<file path="config.mk">
export PLATFORM = sky130hd
export DESIGN_NAME = isp_mux_top
export DESIGN_NICKNAME = d
export VERILOG_FILES = /design/src/isp_pkg.sv /design/src/isp_mux_top.sv /design/src/isp_gamma.sv /design/src/isp_wb.sv /design/src/isp_blc.sv /design/src/route_select.sv /design/src/isp_cfg_apb.sv /design/src/frame_counter.sv
export SDC_FILE = /design/constraint.sdc
export NUM_CORES = 1
export LEC_CHECK = 0
export ABC_AREA = 1
export BUFFER_PORTS_ARGS = -buffer_cell sky130_fd_sc_hd__buf_2
export CAP_MARGIN = 20
export CORE_MARGIN = 8
export CORE_UTILIZATION = 50
export CTS_CLUSTER_DIAMETER = 200
export CTS_CLUSTER_SIZE = 20
export DETAILED_ROUTE_END_ITERATION = 8
export PLACE_DENSITY = 0.67
export SLEW_MARGIN = 20
export SYNTH_ARGS = -nofsm -noshare
export SYNTH_HDL_FRONTEND = slang
export SYNTH_HIERARCHICAL = 1
export SYNTH_SLANG_ARGS = --single-unit
export TNS_END_PERCENT = 30
</file>
<file path="constraint.sdc">
create_clock -name mux_clk -period 7.8 [get_ports mux_clk]
set_input_delay 1.56 -clock mux_clk [delete_from_list [all_inputs] [get_ports mux_clk]]
set_output_delay 1.56 -clock mux_clk [all_outputs]
set_load 0.02 [all_outputs]
</file>
<file path="src/isp_pkg.sv">
`default_nettype none

package isp_pkg;

    // one raw sample, upper 8 bits of the 12-bit field
    typedef logic [7:0] pix_raw_t;

    typedef struct packed {
        logic [7:0] r;
        logic [7:0] g;
        logic [7:0] b;
    } pix_rgb_t;

    typedef struct packed {
        logic     en;
        pix_raw_t pix;
    } raw_beat_t;

    typedef struct packed {
        logic     en;
        pix_rgb_t pix;
    } rgb_beat_t;

    // gaps in the numbering belong to stages not built here
    typedef enum logic [3:0] {
        SRC      = 4'd0,
        BLC      = 4'd2,
        DEMOSAIC = 4'd3,
        WB       = 4'd4,
        GAMMA    = 4'd6
    } stage_id_t;

    // {row parity, column parity}
    typedef logic [1:0] bayer_phase_t;

    typedef struct packed {
        stage_id_t       raw_sel;
        stage_id_t       wb_sel;
        stage_id_t       gamma_sel;
        stage_id_t       out0_sel;
        stage_id_t       out1_sel;
        logic [3:0][7:0] black;
        // 64 is unity gain
        logic [7:0]      wb_gain_r;
        logic [7:0]      wb_gain_g;
        logic [7:0]      wb_gain_b;
    } isp_cfg_t;

    localparam isp_cfg_t CFG_RESET = '{raw_sel: SRC, wb_sel: DEMOSAIC, gamma_sel: WB,
        out0_sel: GAMMA, out1_sel: DEMOSAIC, black: '0,
        wb_gain_r: 8'd64, wb_gain_g: 8'd64, wb_gain_b: 8'd64};

    localparam int unsigned DRAIN_CYCLES = 8;

    localparam logic [7:0] ADDR_ROUTE = 8'h00;
    localparam logic [7:0] ADDR_BLACK = 8'h04;
    localparam logic [7:0] ADDR_GAIN  = 8'h08;

endpackage

`default_nettype wire
</file>
<file path="src/isp_mux_top.sv">
`timescale 1ns/1ps
`default_nettype none

module isp_mux_top #(
    parameter int IMG_WIDTH  = 1936,
    parameter int IMG_HEIGHT = 1088
) (
    input  logic               mux_clk,
    input  logic               rst_n,
    input  logic [15:0]        sd_data,
    input  logic               sd_data_en,
    input  logic [7:0]         paddr,
    input  logic               psel,
    input  logic               penable,
    input  logic               pwrite,
    input  logic [31:0]        pwdata,
    output logic [31:0]        prdata,
    output logic               pready,
    output logic               pslverr,
    output isp_pkg::rgb_beat_t out0,
    output isp_pkg::rgb_beat_t out1
);
    import isp_pkg::*;

    isp_cfg_t     cfg;
    bayer_phase_t phase;
    logic         frame_end;
    raw_beat_t    src_beat;
    raw_beat_t    blc_beat;
    raw_beat_t    raw_beat;
    rgb_beat_t    demo_beat;
    rgb_beat_t    wb_in;
    rgb_beat_t    wb_beat;
    rgb_beat_t    gamma_in;
    rgb_beat_t    gamma_beat;

    // raw sample is the top byte of the 12-bit field
    assign src_beat  = '{en: sd_data_en, pix: sd_data[15:8]};
    // gray demosaic, every channel carries the raw value
    assign demo_beat = '{en: raw_beat.en, pix: '{r: raw_beat.pix, g: raw_beat.pix, b: raw_beat.pix}};

    frame_counter #(.IMG_WIDTH(IMG_WIDTH), .IMG_HEIGHT(IMG_HEIGHT)) u_frame_counter (
        .mux_clk(mux_clk), .rst_n(rst_n), .pix_en(sd_data_en),
        .phase(phase), .frame_end(frame_end)
    );

    isp_cfg_apb #(.IMG_WIDTH(IMG_WIDTH), .IMG_HEIGHT(IMG_HEIGHT)) u_isp_cfg_apb (
        .mux_clk(mux_clk), .rst_n(rst_n), .paddr(paddr), .psel(psel), .penable(penable),
        .pwrite(pwrite), .pwdata(pwdata), .prdata(prdata), .pready(pready),
        .pslverr(pslverr), .pix_en(sd_data_en), .frame_end(frame_end), .cfg(cfg)
    );

    isp_blc u_isp_blc (
        .mux_clk(mux_clk), .rst_n(rst_n), .in_beat(src_beat), .phase(phase),
        .black(cfg.black), .out_beat(blc_beat)
    );

    // unused third candidate repeats the fallback
    route_select #(.beat_t(raw_beat_t)) u_raw_sel (
        .mux_clk(mux_clk), .rst_n(rst_n), .sel(cfg.raw_sel), .cand_a(src_beat),
        .cand_b(blc_beat), .cand_c(src_beat), .cand_ids('{SRC, BLC, SRC}), .y(raw_beat)
    );

    route_select #(.beat_t(rgb_beat_t)) u_wb_sel (
        .mux_clk(mux_clk), .rst_n(rst_n), .sel(cfg.wb_sel), .cand_a(demo_beat),
        .cand_b(gamma_beat), .cand_c(demo_beat), .cand_ids('{DEMOSAIC, GAMMA, DEMOSAIC}),
        .y(wb_in)
    );

    isp_wb u_isp_wb (
        .mux_clk(mux_clk), .rst_n(rst_n), .in_beat(wb_in), .gain_r(cfg.wb_gain_r),
        .gain_g(cfg.wb_gain_g), .gain_b(cfg.wb_gain_b), .out_beat(wb_beat)
    );

    route_select #(.beat_t(rgb_beat_t)) u_gamma_sel (
        .mux_clk(mux_clk), .rst_n(rst_n), .sel(cfg.gamma_sel), .cand_a(demo_beat),
        .cand_b(wb_beat), .cand_c(demo_beat), .cand_ids('{DEMOSAIC, WB, DEMOSAIC}),
        .y(gamma_in)
    );

    isp_gamma u_isp_gamma (
        .mux_clk(mux_clk), .rst_n(rst_n), .in_beat(gamma_in), .out_beat(gamma_beat)
    );

    // output taps, any unlisted id shows the demosaic beat
    route_select #(.beat_t(rgb_beat_t)) u_out0_sel (
        .mux_clk(mux_clk), .rst_n(rst_n), .sel(cfg.out0_sel), .cand_a(demo_beat),
        .cand_b(wb_beat), .cand_c(gamma_beat), .cand_ids('{DEMOSAIC, WB, GAMMA}), .y(out0)
    );

    route_select #(.beat_t(rgb_beat_t)) u_out1_sel (
        .mux_clk(mux_clk), .rst_n(rst_n), .sel(cfg.out1_sel), .cand_a(demo_beat),
        .cand_b(wb_beat), .cand_c(gamma_beat), .cand_ids('{DEMOSAIC, WB, GAMMA}), .y(out1)
    );

endmodule

`default_nettype wire

</file>
<file path="src/isp_gamma.sv">
`timescale 1ns/1ps
`default_nettype none

module isp_gamma (
    input  logic               mux_clk,
    input  logic               rst_n,
    input  isp_pkg::rgb_beat_t in_beat,
    output isp_pkg::rgb_beat_t out_beat
);
    import isp_pkg::*;

    pix_rgb_t curved;
    pix_rgb_t pix_q;
    logic     en_q;

    // slope 2 in the shadows, 2/3 above the knee at 64
    function automatic logic [7:0] knee(input logic [7:0] x);
        logic [7:0] above;
        logic [8:0] twice;
        above = x - 8'd64;
        twice = {above, 1'b0};
        if (x < 8'd64) begin
            return {x[6:0], 1'b0};
        end
        return 8'd128 + 8'(twice / 9'd3);
    endfunction

    always_comb begin
        curved.r = knee(in_beat.pix.r);
        curved.g = knee(in_beat.pix.g);
        curved.b = knee(in_beat.pix.b);
    end

    always_ff @(posedge mux_clk) begin
        if (in_beat.en) begin
            pix_q <= curved;
        end
    end

    always_ff @(posedge mux_clk or negedge rst_n) begin
        if (!rst_n) begin
            en_q <= 1'b0;
        end else begin
            en_q <= in_beat.en;
        end
    end

    assign out_beat = '{en: en_q, pix: pix_q};

endmodule

`default_nettype wire

</file>
<file path="src/isp_wb.sv">
`timescale 1ns/1ps
`default_nettype none

module isp_wb (
    input  logic               mux_clk,
    input  logic               rst_n,
    input  isp_pkg::rgb_beat_t in_beat,
    input  logic [7:0]         gain_r,
    input  logic [7:0]         gain_g,
    input  logic [7:0]         gain_b,
    output isp_pkg::rgb_beat_t out_beat
);
    import isp_pkg::*;

    pix_rgb_t bal;
    pix_rgb_t pix_q;
    logic     en_q;

    // gain is u2.6, so 64 leaves the channel untouched
    function automatic logic [7:0] apply_gain(
        input logic [7:0] ch,
        input logic [7:0] gain
    );
        logic [15:0] prod;
        logic [9:0]  scaled;
        prod   = ch * gain;
        scaled = prod[15:6];
        if (scaled > 10'd255) begin
            return 8'hff;
        end
        return scaled[7:0];
    endfunction

    always_comb begin
        bal.r = apply_gain(in_beat.pix.r, gain_r);
        bal.g = apply_gain(in_beat.pix.g, gain_g);
        bal.b = apply_gain(in_beat.pix.b, gain_b);
    end

    always_ff @(posedge mux_clk) begin
        if (in_beat.en) begin
            pix_q <= bal;
        end
    end

    always_ff @(posedge mux_clk or negedge rst_n) begin
        if (!rst_n) begin
            en_q <= 1'b0;
        end else begin
            en_q <= in_beat.en;
        end
    end

    assign out_beat = '{en: en_q, pix: pix_q};

endmodule

`default_nettype wire

</file>
<file path="src/isp_blc.sv">
`timescale 1ns/1ps
`default_nettype none

module isp_blc (
    input  logic                  mux_clk,
    input  logic                  rst_n,
    input  isp_pkg::raw_beat_t    in_beat,
    input  isp_pkg::bayer_phase_t phase,
    input  logic [3:0][7:0]       black,
    output isp_pkg::raw_beat_t    out_beat
);
    import isp_pkg::*;

    pix_raw_t level;
    pix_raw_t corr;
    pix_raw_t pix_q;
    logic     en_q;

    // each colour site of the 2x2 cell has its own pedestal
    assign level = black[phase];

    // anything under the pedestal is noise, clamp to zero
    always_comb begin
        if (in_beat.pix > level) begin
            corr = in_beat.pix - level;
        end else begin
            corr = '0;
        end
    end

    // payload only moves on a valid pixel
    always_ff @(posedge mux_clk) begin
        if (in_beat.en) begin
            pix_q <= corr;
        end
    end

    always_ff @(posedge mux_clk or negedge rst_n) begin
        if (!rst_n) begin
            en_q <= 1'b0;
        end else begin
            en_q <= in_beat.en;
        end
    end

    assign out_beat = '{en: en_q, pix: pix_q};

endmodule

`default_nettype wire

</file>
<file path="src/route_select.sv">
`timescale 1ns/1ps
`default_nettype none

module route_select #(
    parameter type beat_t = isp_pkg::rgb_beat_t
) (
    input  logic                     mux_clk,
    input  logic                     rst_n,
    input  isp_pkg::stage_id_t       sel,
    input  beat_t                    cand_a,
    input  beat_t                    cand_b,
    input  beat_t                    cand_c,
    input  isp_pkg::stage_id_t [0:2] cand_ids,
    output beat_t                    y
);

    beat_t pick;
    beat_t pay_q;
    logic  en_q;

    // first matching id wins, no match falls back to cand_a
    always_comb begin
        pick = cand_a;
        if (sel == cand_ids[2]) begin
            pick = cand_c;
        end
        if (sel == cand_ids[1]) begin
            pick = cand_b;
        end
        if (sel == cand_ids[0]) begin
            pick = cand_a;
        end
    end

    always_ff @(posedge mux_clk) begin
        pay_q <= pick;
    end

    always_ff @(posedge mux_clk or negedge rst_n) begin
        if (!rst_n) begin
            en_q <= 1'b0;
        end else begin
            en_q <= pick.en;
        end
    end

    always_comb begin
        y    = pay_q;
        y.en = en_q;
    end

endmodule

`default_nettype wire

</file>
<file path="src/isp_cfg_apb.sv">
`timescale 1ns/1ps
`default_nettype none

module isp_cfg_apb #(
    parameter int IMG_WIDTH  = 1936,
    parameter int IMG_HEIGHT = 1088
) (
    input  logic              mux_clk,
    input  logic              rst_n,
    input  logic [7:0]        paddr,
    input  logic              psel,
    input  logic              penable,
    input  logic              pwrite,
    input  logic [31:0]       pwdata,
    output logic [31:0]       prdata,
    output logic              pready,
    output logic              pslverr,
    input  logic              pix_en,
    input  logic              frame_end,
    output isp_pkg::isp_cfg_t cfg
);
    import isp_pkg::*;

    localparam int CW = $clog2(DRAIN_CYCLES + 1);

    isp_cfg_t      pend;
    logic          armed;
    logic [CW-1:0] idle_cnt;
    logic          access;
    logic          addr_hit;
    logic          commit;

    // bayer phase assumes whole 2x2 cells in every frame
    if ((IMG_WIDTH % 2) != 0 || (IMG_HEIGHT % 2) != 0) begin : g_bad_size
        $error("isp_cfg_apb: image width and height must be even");
    end

    assign access   = psel && penable;
    assign addr_hit = (paddr == ADDR_ROUTE) || (paddr == ADDR_BLACK) || (paddr == ADDR_GAIN);
    assign pready   = 1'b1;
    assign pslverr  = access && !addr_hit;

    // readback shows pending values, not the active set
    always_comb begin
        case (paddr)
            ADDR_ROUTE: prdata = {12'd0, pend.out1_sel, pend.out0_sel, pend.gamma_sel,
                                  pend.wb_sel, pend.raw_sel};
            ADDR_BLACK: prdata = pend.black;
            ADDR_GAIN:  prdata = {8'd0, pend.wb_gain_b, pend.wb_gain_g, pend.wb_gain_r};
            default:    prdata = '0;
        endcase
    end

    always_ff @(posedge mux_clk or negedge rst_n) begin
        if (!rst_n) begin
            pend <= CFG_RESET;
        end else if (access && pwrite) begin
            case (paddr)
                ADDR_ROUTE: begin
                    pend.raw_sel   <= stage_id_t'(pwdata[3:0]);
                    pend.wb_sel    <= stage_id_t'(pwdata[7:4]);
                    pend.gamma_sel <= stage_id_t'(pwdata[11:8]);
                    pend.out0_sel  <= stage_id_t'(pwdata[15:12]);
                    pend.out1_sel  <= stage_id_t'(pwdata[19:16]);
                end
                ADDR_BLACK: pend.black <= pwdata;
                ADDR_GAIN: begin
                    pend.wb_gain_r <= pwdata[7:0];
                    pend.wb_gain_g <= pwdata[15:8];
                    pend.wb_gain_b <= pwdata[23:16];
                end
                default: ;
            endcase
        end
    end

    // frame end arms, then wait for the pipeline to empty
    assign commit = armed && (idle_cnt == CW'(DRAIN_CYCLES));

    always_ff @(posedge mux_clk or negedge rst_n) begin
        if (!rst_n) begin
            armed    <= 1'b0;
            idle_cnt <= '0;
        end else begin
            if (frame_end) begin
                armed <= 1'b1;
            end else if (commit) begin
                armed <= 1'b0;
            end
            // any pixel restarts the idle count
            if (!armed || pix_en || commit) begin
                idle_cnt <= '0;
            end else begin
                idle_cnt <= idle_cnt + 1'b1;
            end
        end
    end

    always_ff @(posedge mux_clk or negedge rst_n) begin
        if (!rst_n) begin
            cfg <= CFG_RESET;
        end else if (commit) begin
            cfg <= pend;
        end
    end

endmodule

`default_nettype wire

</file>
<file path="src/frame_counter.sv">
`timescale 1ns/1ps
`default_nettype none

module frame_counter #(
    parameter int IMG_WIDTH  = 1936,
    parameter int IMG_HEIGHT = 1088
) (
    input  logic                  mux_clk,
    input  logic                  rst_n,
    input  logic                  pix_en,
    output isp_pkg::bayer_phase_t phase,
    output logic                  frame_end
);

    localparam int HW = (IMG_WIDTH > 1) ? $clog2(IMG_WIDTH) : 1;
    localparam int VW = (IMG_HEIGHT > 1) ? $clog2(IMG_HEIGHT) : 1;

    logic [HW-1:0] h_cnt;
    logic [VW-1:0] v_cnt;
    logic          last_col;
    logic          last_row;

    assign last_col = (h_cnt == HW'(IMG_WIDTH - 1));
    assign last_row = (v_cnt == VW'(IMG_HEIGHT - 1));

    // only enabled pixels move the raster position
    always_ff @(posedge mux_clk or negedge rst_n) begin
        if (!rst_n) begin
            h_cnt <= '0;
            v_cnt <= '0;
        end else if (pix_en) begin
            if (last_col) begin
                h_cnt <= '0;
                v_cnt <= last_row ? '0 : v_cnt + 1'b1;
            end else begin
                h_cnt <= h_cnt + 1'b1;
            end
        end
    end

    // phase of the pixel presented this cycle, before the counts move
    assign phase     = {v_cnt[0], h_cnt[0]};
    assign frame_end = pix_en && last_col && last_row;

endmodule

`default_nettype wire

</file>
## After elaboration in Yosys (flattened, before gate mapping)

Index checks and enable logic that the tools add are counted.

- Word-level logic and storage cells: 153
- Register bits after elaboration: 347

- Reductions and logical operators: 19
- $lt $le $gt $ge: 8
- Muxes and demuxes: 38
- Equality and inequality tests: 16
- Divide/modulo/power cells: 3
- $mul: 3
- Add/subtract/negate cells: 10

Operator list:

| cell | number |
|---|---|
| 25-bit 2-to-1 mux | 10 |
| 8-bit 2-to-1 mux | 13 |
| 32-bit one-hot mux with 3 select lines | 1 |
| 8-bit by 8-bit multiplier with 16-bit output | 3 |
| 10-bit by 8-bit > comparator with 1-bit output, second input constant | 3 |
| 9-bit by 2-bit divider with 9-bit output, second input constant | 3 |
| 8-bit adder, first input constant | 3 |
| 4-bit by 3-bit == test with 1-bit output, second input constant | 6 |
| 8-bit by 7-bit < comparator with 1-bit output, second input constant | 3 |
| 8-bit by 7-bit subtractor with 8-bit output, second input constant | 3 |
| 11-bit by 1-bit adder with 11-bit output, second input constant | 2 |
| 11-bit == test, second input constant | 2 |
| 11-bit 2-to-1 mux | 2 |
| 4-bit by 2-bit == test with 1-bit output, second input constant | 5 |
| 9-bit 2-to-1 mux | 2 |
| 8-bit binary-select mux with 2-bit select | 1 |
| 8-bit by 3-bit == test with 1-bit output, second input constant | 1 |
| 8-bit by 4-bit == test with 1-bit output, second input constant | 1 |
| 8-bit > comparator | 1 |
| 8-bit logical NOT | 1 |
| 1-bit 2-to-1 mux | 8 |
| 2-bit AND reduction | 4 |
| 8-bit subtractor | 1 |
| 1-bit logical AND | 6 |
| 8 further kinds | 12 |

## Depth between registers and ports, before layout

Gate-level depths: netlist (run 1).

- Depth after elaboration: 5
- Mapped depth: 36

## Cells and area by module

The synthesis (run 1) kept the hierarchy.

By module, submodules not included:

| module | seq. area each (um2) | instances | area an instance (um2) | cells an instance |
|---|---|---|---|---|
| isp_wb | 745.7 | 1 | 7,518.5 | 1,049 |
| route_select (u_gamma_sel ...) | 505.5 | 4 | 1,826.8 | 318 |
| isp_cfg_apb | 3,953.8 | 1 | 6,899.1 | 817 |
| isp_gamma | 745.7 | 1 | 3,049.2 | 482 |
| frame_counter | 550.5 | 1 | 1,390.1 | 185 |
| isp_blc | 265.3 | 1 | 979.7 | 139 |
| route_select (u_raw_sel) | 185.2 | 1 | 834.6 | 142 |
| isp_mux_top | 0.0 | 1 | 7.5 | 2 |

## Worst setup path before layout (run 1)

No wires, ideal clock.

- Path type: register to register
- From: reg u_isp_cfg_apb/cfg[14] (netlist name)
- To: reg u_isp_wb.pix_q (netlist bit u_isp_wb/out_beat[13]) (data pin)
- Clock period less this slack: 4,394 ps
- Setup slack: 3,406 ps
- Setup time: 263 ps
- Arrival time: 4,131 ps
- Cell stages (with the launch flop): 19
- Cells stage by stage: dfstp_2 clkbuf_1 nand2_1 fa_1 fa_1 inv_1 fa_1 inv_1 fa_1 inv_1 ha_1 a21oi_1 nor2_1 nor2_1 nor2_1 nor2_1 nand3_1 nand2_2 nand3_1

- Word-level cells in the longest chain between the ends: 4

RTL lines:

| item | RTL line | text |
|---|---|---|
| 8-bit by 8-bit multiplier with 16-bit output * | isp_wb.sv:26 | `prod = ch * gain;` |
| 10-bit by 8-bit > comparator with 1-bit output | isp_wb.sv:28 | `if (scaled > 10'd255) begin` |
| 1-bit 2-to-1 mux | isp_wb.sv:28 |  |
| 8-bit 2-to-1 mux * | isp_wb.sv:31 | `return scaled[7:0];` |
| end signal, assigned | isp_wb.sv:42 | `pix_q <= bal;` |
| end, declared | isp_wb.sv:16 | `pix_rgb_t pix_q;` |

Mark *: on every way between the ends. The rest lies on a longest branch, timed or not.
A chain may end at the register's enable or synchronous reset.

## Worst setup path after layout (run 1)

- From: in paddr[2]
- To: out prdata[23]

- Word-level cells in the longest chain between the ends: 2

RTL lines:

| item | RTL line | text |
|---|---|---|
| start, declared | isp_mux_top.sv:12 | `input logic [7:0] paddr,` |
| 8-bit by 4-bit == test with 1-bit output, or another cell as far along | isp_cfg_apb.sv:45 | `case (paddr)` |
| 32-bit one-hot mux with 3 select lines * | isp_cfg_apb.sv:45 |  |
| end, declared | isp_mux_top.sv:17 | `output logic [31:0] prdata,` |

Marks and branches as above.

==> metrics.csv, run 1 <==
stage,metric,value,unit
global_routing,grt_max_degree,124,
sta,worst_slew_pin_slew,1149,ps
clocking,cts_setup_buffers,0,
sta,period_needed,4940,ps
synth,synthFlopType,dfrtp_1,
clocking,ctsRootBufferMaster,clkbuf_16,
worst_setup_path,critical_path.cell_chain,buf_2 > inv_1 > nand2_1 > nor2_2 > buf_4 > nand2_1 > o21ai_1 > buf_2,
power,p_leak,0.01782,uW
routing,drc_errors,0,
global_routing,grt.overflow.total,0,
global_routing,grt_pass1_vias,22934,
routing,via_per_inst,5.044,
routing,wl,74520,um
worst_setup_path,endpoint_kind,output pin,
synth,yosysUniqueCellTypes,58,
global_routing,antenna_found_initial,2,
clocking,clk_latency,560,ps
synth,synth_edf_count,56,
floorplanning,dieArea,0.06380,mm2
place,dpl.cell_count,4912,
cells_and_area,drive_above_1_share,9.541,%
routing,num_vias,24974,
sta,hold_viol_final,0,
clocking,cts_made_buffers,21,
sta,fmax,202.4,MHz
clocking,cts_buffer_depth,3,
worst_setup_path,cp.required,6240,ps
synth,synth_area_per_cell,6.846,um2
synth,syn_area,0.02799,mm2
sta,clock_skew,24.84,ps
min_path,min_path_type,reg2reg,
synth,yosysWarningCount,6,
power,vdd_drop_max,0.0001951,V
worst_setup_path,rr_startpoint,u_isp_cfg_apb/cfg[22]$_DFFE_PN1P_,
clocking,path_clk_slew,90,ps
cells_and_area,antenna_cells,0,
worst_setup_path,critPathKind,in2out,
min_path,hold_path_depth,2,
worst_setup_path,r2r_cells,17,
routing,firstDrtPassIters,6,
cells_and_area,final_common_cell,nand2_1,
global_routing,grt_use_total,22.94,%
min_path,whs_endpoint,u_isp_cfg_apb/pend[56]$_DFFE_PN1P_,
job,drv_cap,0,
sta,maxSlewHeadroom,23.32,%
synth,synth.yosys.seq_area_share,30.26,%
sta,grt_setup_unrepaired,no,
cells_and_area,nNetsFinal,4476,
cells_and_area,mostFrequentLayoutCells,"nand2_1, inv_1, nand3_1",
clocking,postCtsResizedCells,0,
routing,drtIter0Drc,2011,
place,hpwlAfterDp,54300,um
synth,synth_seq_cells,347,
worst_setup_path,r2r_slack,3210,ps
worst_setup_path,cp.arrival,3380,ps
floorplanning,start_util,50.70,%
clocking,cts_tree,done,
floorplanning,ios,146,
clocking,cts_sinks,347,
worst_setup_path,critPathMaxStageDelay,640,ps
worst_setup_path,cpMaxStageDelayCell,nor2_2,
worst_setup_path,critPathLaunchType,input pin,
global_routing,grt_pass1_wl,120500,um
power,power_density,157.7,mW/mm2
worst_setup_path,crit_path_max_fanout,16,
sta,slew_violations,0,
routing,routedWlPerCell,15.05,um
min_path,hold_start,u_isp_cfg_apb/pend[56]$_DFFE_PN1P_,
synth,postSynthCellCount,4088,
sta,finalSetupTns,0,ps
sta,period_share,63.33,%
cells_and_area,instances_no_fill,4951,
sta,whs,476.6,ps
status,status,"complete, no violations",
clocking,htreeDepth,1,
place,port-buffer-count,136,
cells_and_area,area_delta_synth_final,6.188,%
floorplanning,die_w,252.6,um
worst_setup_path,timing.rr.end,u_isp_wb/out_beat[19]$_SDFFCE_PN1P_,
clocking,ctsHoldBuffers,0,
synth,synthArstFlopShare,53.89,%
place,place_congestion,0.9018,
floorplanning,die_h,252.6,um
routing,postRouteAntennaNets,0,
sta,final-setup-viol-count,0,
floorplanning,fp.coreArea,0.05520,mm2
cells_and_area,nFillCells,5528,
floorplanning,std_cell_rows,86,
==> sequential cells by signal, indices dropped and copies added (netlist names), 4 cells and up <==
register / count
u_raw_sel/y: 8
u_out1_sel/y: 24
u_frame_counter/v_cnt: 11
u_isp_cfg_apb/cfg: 76
u_out0_sel/y: 24
u_isp_gamma/out_beat: 24
u_gamma_sel/y: 24
u_isp_wb/out_beat: 24
u_isp_cfg_apb/idle_cnt: 4
u_isp_cfg_apb/pend: 76
u_wb_sel/y: 24
u_isp_blc/pix_q: 8
u_frame_counter/h_cnt: 11
==> cell usage after synthesis, drive strengths merged (6+ instances only) <==
master | instances | share of area, %
o21ai | 75 | 1.5
nand2 | 1331 | 19
xnor2 | 13 | 0.41
fa | 106 | 7.6
nand3b | 13 | 0.35
nor2 | 387 | 6.4
buf | 127 | 3.0
ha | 120 | 5.4
dfrtp | 167 | 15
dfstp | 20 | 1.9
a32o | 7 | 0.25
edfxtp | 56 | 6.0
nand4 | 26 | 0.63
nand3 | 487 | 9.3
a21oi | 173 | 3.2
o21bai | 6 | 0.16
dfxtp | 104 | 7.4
inv | 746 | 10
nor3 | 13 | 0.25
clkbuf | 45 | 0.60
xor2 | 39 | 1.2
==> logic make-up (layout without fill, tap and decap cells) <==
| family | Yosys count | count (layout) | share of synthesized area (%) |
|---|---|---|---|
| muxes | 1 | 1 | 0.04917 |
| adders and majority gates | 226 | 226 | 12.95 |
| DFF | 347 | 347 | 30.26 |
| other | 3 | 101 | 0.04023 |
| AOI/OAI and AO/OA | 276 | 276 | 5.499 |
| buffers and inverters | 920 | 937 | 13.65 |
| and+or+nand+nor | 2263 | 2263 | 35.93 |
| xor gates and xnor gates | 52 | 52 | 1.627 |
==> metrics by stage <==
stage                     util (%)  worst slack (ps)  power (uW)  instance area [um2]
final                        53.84              2860        4686                29720
after global routing         53.84              2749        4978                29720
after CTS                    53.78              2867        4703                29690
after detailed placement     52.68              2864        3551                29080
after global placement       52.68              2914        3539                29080
after floorplan                  -              3406        3185                28350
==> worst max path at each step <==
stage	from	end
after floorplan	u_isp_cfg_apb/cfg[14]$_DFFE_PN1P_	u_isp_wb/out_beat[13]$_SDFFCE_PN1P_
final	paddr[2]	prdata[23]
after global routing	paddr[1]	prdata[21]
after CTS	paddr[2]	prdata[21]
after detailed placement	paddr[2]	prdata[21]
after global placement	paddr[1]	prdata[23]
==> critical path: cells and delay by family <==
kind	cells	cell delay, ps
AND/OR/NAND/NOR	3	900
AO/OA/AOI/OAI	1	210
buffers and inverters	4	710
==> cell type report <==
class / instances / area [um2] / area share [%]
clock buffers: 36 / 581.8 / 1.958
clock inverters: 2 / 25.02 / 0.08421
inverters: 748 / 2809 / 9.452
multi-input cells: 2919 / 16070 / 54.09
flip-flops and latches: 347 / 8469 / 28.50
well taps: 748 / 935.9 / 3.149
repair buffers: 151 / 822.0 / 2.766
==> routing by layer <==
metal / up-vias / wire, um / GRT usage [%] / share of wire, %
li1: 12597 / - / - / -
met1: 11512 / 34200 / 32.02 / 46
met2: 744 / 32970 / 36.94 / 44
met3: 119 / 5265 / 3.136 / 7.1
met4: 2 / 2067 / 6.464 / 2.8
met5: - / 8 / 0 / 0.011
==> power by group <==
group	leakage (uW)	internal, uW	total [uW]	switching, uW
clock network	0.000288	517	1160	639
registers	0.00392	2010	2230	221
logic	0.0136	426	1300	873
total	0.0178	2950	4690	1730
Note: power is estimated with default switching activity, not from simulation.
==> inputs of run 2 (changes only) <==
==> constraint.sdc (replaced) <==
create_clock -name mux_clk -period 5.02 [get_ports mux_clk]
set_input_delay 1.004 -clock mux_clk [delete_from_list [all_inputs] [get_ports mux_clk]]
set_output_delay 1.004 -clock mux_clk [all_outputs]
set_load 0.02 [all_outputs]
==> run 2 against run 1 <==
Net effect:
- flip-flop and latch count unchanged
- first-iteration DRC count up 7.9%
- die area unchanged
- hold slack worse by 6.5 ps
- combinational power up 56%
- largest power group unchanged
- critical path type is now reg2reg
- global-route usage up 0.39 points
- via count down 0.13%
- total power up 56%
==> metrics.csv, run 2 (synthesis results as in run 1) <==
stage,metric,value,unit,change
sta,final-setup-viol-count,0,,unchanged
floorplanning,dieArea,0.06380,mm2,unchanged
power,power_density,245.4,mW/mm2,+56%
cells_and_area,nNetsFinal,4483,,+0.16%
worst_setup_path,cp.required,5330,ps,-910 ps
floorplanning,fp.coreArea,0.05520,mm2,unchanged
clocking,cts_buffer_depth,3,,unchanged
global_routing,grt_max_degree,122,,-1.6%
routing,wl,74850,um,+0.45%
worst_setup_path,critPathMaxStageDelay,620,ps,-20 ps
cells_and_area,drive_above_1_share,9.715,%,+0.17 points
cells_and_area,instances_no_fill,4958,,+0.14%
floorplanning,std_cell_rows,86,,unchanged
routing,via_per_inst,5.031,,-0.27%
cells_and_area,final_common_cell,nand2_1,,
worst_setup_path,cp_num_cells,17,,+9
power,power.total,7302,uW,+56%
global_routing,met2_usage,37.44,%,+0.50 points
clocking,cts_tree,done,,
worst_setup_path,crit_path_max_fanout,9,,-7
global_routing,antenna_found_initial,1,,-1
sta,fmax,219.8,MHz,
global_routing,grt-busiest-layer,met2,,
routing,firstDrtPassIters,7,,+1
worst_setup_path,critPathKind,reg2reg,,
sta,finalSetupTns,0,ps,unchanged
global_routing,grt_pass1_wl,122200,um,+1.4%
clocking,cts_sinks,347,,unchanged
worst_setup_path,cp-endpoint,u_isp_wb/out_beat[15]$_SDFFCE_PN1P_,,
floorplanning,ios,146,,unchanged
power,vdd_drop_max,0.0002036,V,+4.4%
sta,fin_ws,470.6,ps,-2390 ps
worst_setup_path,cpMaxStageDelayCell,dfstp_2,,
place,hpwlAfterDp,54860,um,+1.0%
worst_setup_path,r2r_slack,470,ps,-2740 ps
cells_and_area,mostFrequentLayoutCells,"nand2_1, inv_1, nand3_1",,
worst_setup_path,critical_path.cell_chain,nand2_1 > fa_1 > fa_1 > inv_1 > fa_1 > inv_1 > fa_1 > inv_1 > ha_1 > a21oi_1 > nor2_1 > nor2_1 > nor2_1 > nor2_1 > nand3_1 > nand2_2 > nand3_1,,
cells_and_area,area_delta_synth_final,6.308,%,
sta,maxSlewHeadroom,30.55,%,+7.2 points
routing,postRouteAntennaNets,0,,unchanged
sta,clock_skew,27.77,ps,+2.926 ps
worst_setup_path,endpoint_kind,flop,,
place,port-buffer-count,136,,unchanged
worst_setup_path,critPathLaunchType,flop,,
power,p_leak,0.01785,uW,+0.16%
clocking,cts_made_buffers,21,,unchanged
place,place_ws,478.9,ps,-2385 ps
routing,drtIter0Drc,2170,,+7.9%
clocking,cts_setup_buffers,0,,unchanged
sta,worst_slew_pin_slew,1040,ps,-108.3 ps
worst_setup_path,timing.rr.end,u_isp_wb/out_beat[15]$_SDFFCE_PN1P_,,
worst_setup_path,crit_buf_inv,3,,-1
worst_setup_path,rr_startpoint,u_isp_cfg_apb/cfg[14]$_DFFE_PN1P_,,
global_routing,grt.overflow.total,0,,unchanged
global_routing,met1_usage,32.53,%,+0.51 points
sta,period_share,90.63,%,
worst_setup_path,cp.arrival,4860,ps,+1480 ps
sta,grt_setup_unrepaired,no,,
place,place_congestion,0.9078,,+0.67%
sta,slew_violations,0,,unchanged
worst_setup_path,critPathLaunch,u_isp_cfg_apb/cfg[14]$_DFFE_PN1P_,,
cells_and_area,antenna_cells,0,,unchanged
floorplanning,die_w,252.6,um,unchanged
sta,hold_viol_final,0,,unchanged
place,dpl.cell_count,4920,,+0.16%
clocking,ctsHoldBuffers,0,,unchanged
min_path,min_path_type,reg2reg,,
routing,drc_errors,0,,unchanged
floorplanning,start_util,50.70,%,unchanged
clocking,ctsRootBufferMaster,clkbuf_16,,
sta,period_needed,4549,ps,
global_routing,grt_pass1_vias,23041,,+0.47%
floorplanning,die_h,252.6,um,unchanged
cells_and_area,top_regs,"u_isp_cfg_apb/cfg x76, u_isp_cfg_apb/pend x76",,
status,status,"complete, no violations",,
clocking,htreeDepth,1,,unchanged
routing,routedWlPerCell,15.10,um,+0.31%
global_routing,met3_usage,3.166,%,+0.031 points
job,drv_cap,0,,unchanged
clocking,postCtsResizedCells,0,,unchanged
worst_setup_path,r2r_cells,17,,unchanged
routing,num_vias,24942,,-0.13%
clocking,clk_latency,570,ps,about the same
clocking,path_clk_slew,90,ps,about the same
min_path,hold_start,u_isp_cfg_apb/pend[6]$_DFFE_PN1P_,,
worst_setup_path,crit_family,adder cells,,
global_routing,grt_use_total,23.33,%,+0.39 points
-- run 2: cell types whose count changed in the layout (fill, tap and decap cells not counted) --
cell     before  now
buf_16        1    0
buf_4        14   22
dfxtp_1     104  103
dfxtp_2       0    1
-- run 2: power breakdown --
part / total [uW] / leakage (uW) / switching, uW / internal, uW
Clock: 1810 / 0.000288 / 1000 / 803
Sequential: 3470 / 0.00392 / 343 / 3120
Combinational: 2030 / 0.0136 / 1360 / 663
Total: 7300 / 0.0178 / 2710 / 4590
-- run 2: layout make-up --
cell class | count | area [um2]
Inverter | 748 | 2809
Multi-Input combinational cell | 2919 | 16070
Fill cell | 5569 | 25450
Tap cell | 748 | 935.9
Timing Repair Buffer | 158 | 854.6
Sequential cell | 347 | 8471
Clock inverter | 2 | 25.02
Clock buffer | 36 | 581.8
-- run 2: how the worst min path moves through the flow --
stage               cells after the start                                  to  slack, ps
global route                            2  u_isp_cfg_apb/pend[62]$_DFFE_PN1P_        490
global placement                        2   u_isp_cfg_apb/pend[6]$_DFFE_PN1P_        460
detailed placement                      2   u_isp_cfg_apb/pend[6]$_DFFE_PN1P_        460
finish                                  2   u_isp_cfg_apb/pend[6]$_DFFE_PN1P_        470
CTS                                     2   u_isp_cfg_apb/pend[6]$_DFFE_PN1P_        470
floorplan                               2   u_isp_cfg_apb/cfg[40]$_DFFE_PN0P_        440
-- run 2: stage by stage --
stage / utilization [%] / hold WS (ps) / cell area [um2]
floorplan: - / 443.6 / 28350
finish: 53.90 / 470.1 / 29750
global route: 53.90 / 492.1 / 29750
global placement: 52.79 / 460.0 / 29140
detailed placement: 52.79 / 456.9 / 29140
CTS: 53.89 / 472.5 / 29750
-- run 2: worst reg2reg max path, cell delays in order, from the launching register on --
cell	delay (ps)
dfstp_2	620
nand2_1	100
fa_1	500
fa_1	560
inv_1	60
fa_1	530
inv_1	50
fa_1	530
inv_1	40
ha_1	340
a21oi_1	240
nor2_1	70
nor2_1	130
nor2_1	50
nor2_1	120
nand3_1	100
nand2_2	160
nand3_1	110
-- run 2: per-layer routing --
metal	share of wire [%]	routed length, um
met5	0.025	19
met4	2.9	2167
met3	6.9	5148
met2	45	33550
met1	45	33970
==> inputs of run 3 (changes only) <==
--- a/config.mk
+++ b/config.mk
@@ -13,6 +13,7 @@
 export CTS_CLUSTER_DIAMETER = 200
 export CTS_CLUSTER_SIZE = 20
 export DETAILED_ROUTE_END_ITERATION = 8
+export HOLD_SLACK_MARGIN = 0.12
 export PLACE_DENSITY = 0.67
 export SLEW_MARGIN = 20
 export SYNTH_ARGS = -nofsm -noshare
==> constraint.sdc (replaced) <==
create_clock -name mux_clk -period 5.02 [get_ports mux_clk]
set_input_delay 0.251 -clock mux_clk [delete_from_list [all_inputs] [get_ports mux_clk]]
set_output_delay 0.251 -clock mux_clk [all_outputs]
set_load 0.02 [all_outputs]
==> run 3 against run 2 <==
Net effect:
- flip-flop and latch count unchanged
- clock power is essentially flat
- clock skew fell by 5.0 ps
- utilization grew 0.76 points
- design area up 1.4%
- sequential power about the same
- wire length grew 1.3%
- critical path type unchanged
==> metrics.csv, run 3 (synthesis results as in run 1) <==
stage,metric,value,unit,change
clocking,path_clk_slew,100,ps,about the same
floorplanning,start_util,50.70,%,unchanged
worst_setup_path,rr_startpoint,u_isp_cfg_apb/cfg[14]$_DFFE_PN1P_,,
routing,via_per_inst,5.014,,-0.34%
clocking,ctsHoldBuffers,42,,+42
power,vdd_drop_max,0.0002119,V,+4.1%
worst_setup_path,r2r_cells,17,,unchanged
power,power_density,243.1,mW/mm2,-0.97%
global_routing,met1_usage,32.71,%,+0.18 points
cells_and_area,nNetsFinal,4525,,+0.94%
floorplanning,fp.coreArea,0.05520,mm2,unchanged
global_routing,grt_use_total,23.63,%,+0.31 points
sta,period_needed,4536,ps,-13.23 ps
floorplanning,std_cell_rows,86,,unchanged
power,power.total,7333,uW,+0.43%
place,place_ws,504.8,ps,+25.85 ps
routing,firstDrtPassIters,6,,-1
status,status,"complete, no violations",,
sta,clock_skew,22.77,ps,-4.999 ps
global_routing,grt.overflow.total,0,,unchanged
sta,period_share,90.36,%,-0.26 points
floorplanning,dieArea,0.06380,mm2,unchanged
sta,finalSetupTns,0,ps,unchanged
routing,routedWlPerCell,15.16,um,+0.42%
routing,wl,75800,um,+1.3%
min_path,min_path_type,in2reg,,
power,sw_frac_of_total,37.05,%,-0.084 points
place,port-buffer-count,136,,unchanged
power,pwr-share-clk,24.7,%,about the same
cells_and_area,area_delta_synth_final,7.806,%,
power,p_seq_share,47.1,%,-0.4 points
cells_and_area,final_util,54.66,%,+0.76 points
worst_setup_path,critPathMaxStageDelay,630,ps,about the same
min_path,whs_endpoint,u_isp_cfg_apb/pend[6]$_DFFE_PN1P_,,
worst_setup_path,timing.rr.end,u_isp_wb/out_beat[15]$_SDFFCE_PN1P_,,
worst_setup_path,crit_buf_inv,3,,unchanged
routing,drtIter0Drc,2236,,+3.0%
min_path,hold_path_depth,5,,+3
clocking,ctsRootBufferMaster,clkbuf_16,,
clocking,cts_tree,done,,
sta,hold_viol_final,0,,unchanged
global_routing,grt-busiest-layer,met2,,
sta,final-setup-viol-count,0,,unchanged
clocking,postCtsResizedCells,0,,unchanged
clocking,cts_made_buffers,21,,unchanged
clocking,cts_sinks,347,,unchanged
global_routing,grt_pass1_vias,23626,,+2.5%
clocking,cts_setup_buffers,0,,unchanged
global_routing,met3_usage,3.136,%,-0.031 points
sta,fmax,220.5,MHz,+0.29%
power,power_switching,2717,uW,+0.20%
worst_setup_path,r2r_slack,480,ps,about the same
sta,grt_setup_unrepaired,no,,
floorplanning,die_w,252.6,um,unchanged
sta,maxSlewHeadroom,24.73,%,-5.8 points
worst_setup_path,crit_family,adder cells,,
floorplanning,ios,146,,unchanged
worst_setup_path,critPathLaunch,u_isp_cfg_apb/cfg[14]$_DFFE_PN1P_,,
power,p_comb_share,28.2,%,+0.4 points
cells_and_area,final_common_cell,nand2_1,,
global_routing,met2_usage,38.21,%,+0.77 points
clocking,cts_buffer_depth,3,,unchanged
sta,worst_slew_pin_slew,1128,ps,+87.18 ps
clocking,htreeDepth,1,,unchanged
global_routing,antenna_found_initial,0,,-1
routing,drc_errors,0,,unchanged
sta,fin_ws,483.9,ps,+13.23 ps
cells_and_area,top_regs,"u_isp_cfg_apb/cfg x76, u_isp_cfg_apb/pend x76",,
power,p_int,4617,uW,+0.56%
worst_setup_path,cp.arrival,4850,ps,about the same
floorplanning,die_h,252.6,um,unchanged
place,place_congestion,0.8896,,-2.0%
min_path,hold_start,paddr[3],,
worst_setup_path,cp.required,5330,ps,about the same
sta,slew_violations,0,,unchanged
job,drv_cap,0,,unchanged
cells_and_area,mostFrequentLayoutCells,"nand2_1, inv_1, nand3_1",,
cells_and_area,nFillCells,5516,,-0.95%
cells_and_area,drive_above_1_share,9.595,%,-0.12 points
place,hpwlAfterDp,55080,um,+0.41%
global_routing,grt_max_degree,93,,-24%
worst_setup_path,critical_path.cell_chain,nand2_1 > fa_1 > fa_1 > inv_1 > fa_1 > inv_1 > fa_1 > inv_1 > ha_1 > a21oi_1 > nor2_1 > nor2_1 > nor2_1 > nor2_1 > nand3_1 > nand2_2 > nand3_1,,
worst_setup_path,critPathLaunchType,flop,,
routing,postRouteAntennaNets,0,,unchanged
worst_setup_path,cpMaxStageDelayCell,dfstp_2,,
worst_setup_path,crit_path_max_fanout,9,,unchanged
power,p_leak,0.01802,uW,+0.97%
routing,num_vias,25068,,+0.51%
global_routing,grt_pass1_wl,123500,um,+1.0%
worst_setup_path,critPathKind,reg2reg,,
clocking,clk_latency,570,ps,about the same
cells_and_area,antenna_cells,0,,unchanged
worst_setup_path,endpoint_kind,flop,,
## run 3: layer usage
| layer | share of wire, % | up-vias |
|---|---|---|
| met1 | 45 | 11452 |
| li1 | - | 12688 |
| met4 | 3.2 | 0 |
| met2 | 44 | 796 |
| met3 | 7.1 | 132 |
| met5 | 0 | - |
## run 3: cell type report
class                   count  area (um2)  share of cell area, %
well taps                 748       935.9                  3.102
multi-input cells        2919       16070                  53.28
clock buffers              36       581.8                  1.928
repair buffers            200        1275                  4.226
flip-flops and latches    347        8469                  28.07
inverters                 748        2809                  9.310
clock inverters             2       25.02                0.08294
## run 3: power by group through the flow
stage / combinational, uW / clock (uW) / sequential [uW]
2_1_floorplan: 1560 / 0 / 3390
3_3_place_gp: 2000 / 0 / 3500
3_5_place_dp: 2030 / 0 / 3500
4_1_cts: 2060 / 1860 / 3450
5_1_grt: 2350 / 1950 / 3480
6_report: 2070 / 1810 / 3450
## run 3: tightest hold or removal path, delay by kind of cell
| kind | cells | cell delay [ps] |
|---|---|---|
| and+or+nand+nor | 4 | 450 |
| buffers and inverters | 1 | 130 |
## run 3: stage by stage
stage | instance area [um2] | cells | hold slack (ps)
3_5_place_dp | 29140 | 4920 | 379.4
6_report | 30170 | 5000 | 266.4
2_1_floorplan | 28350 | 4186 | -44.59
3_3_place_gp | 29140 | 4920 | 380.1
5_1_grt | 30170 | 5000 | 255.8
4_1_cts | 30170 | 5000 | 224.5
## run 3: how the worst max path moves through the flow
| stage | endpoint | slack [ps] | depth (start not counted) |
|---|---|---|---|
| 3_5_place_dp | u_isp_wb/out_beat[1]$_SDFFCE_PN1P_ | 500 | 17 |
| 2_1_floorplan | u_isp_wb/out_beat[13]$_SDFFCE_PN1P_ | 630 | 18 |
| 6_report | u_isp_wb/out_beat[15]$_SDFFCE_PN1P_ | 480 | 17 |
| 4_1_cts | u_isp_wb/out_beat[1]$_SDFFCE_PN1P_ | 480 | 17 |
| 3_3_place_gp | u_isp_wb/out_beat[16]$_SDFFCE_PN1P_ | 540 | 17 |
| 5_1_grt | u_isp_wb/out_beat[16]$_SDFFCE_PN1P_ | 180 | 17 |
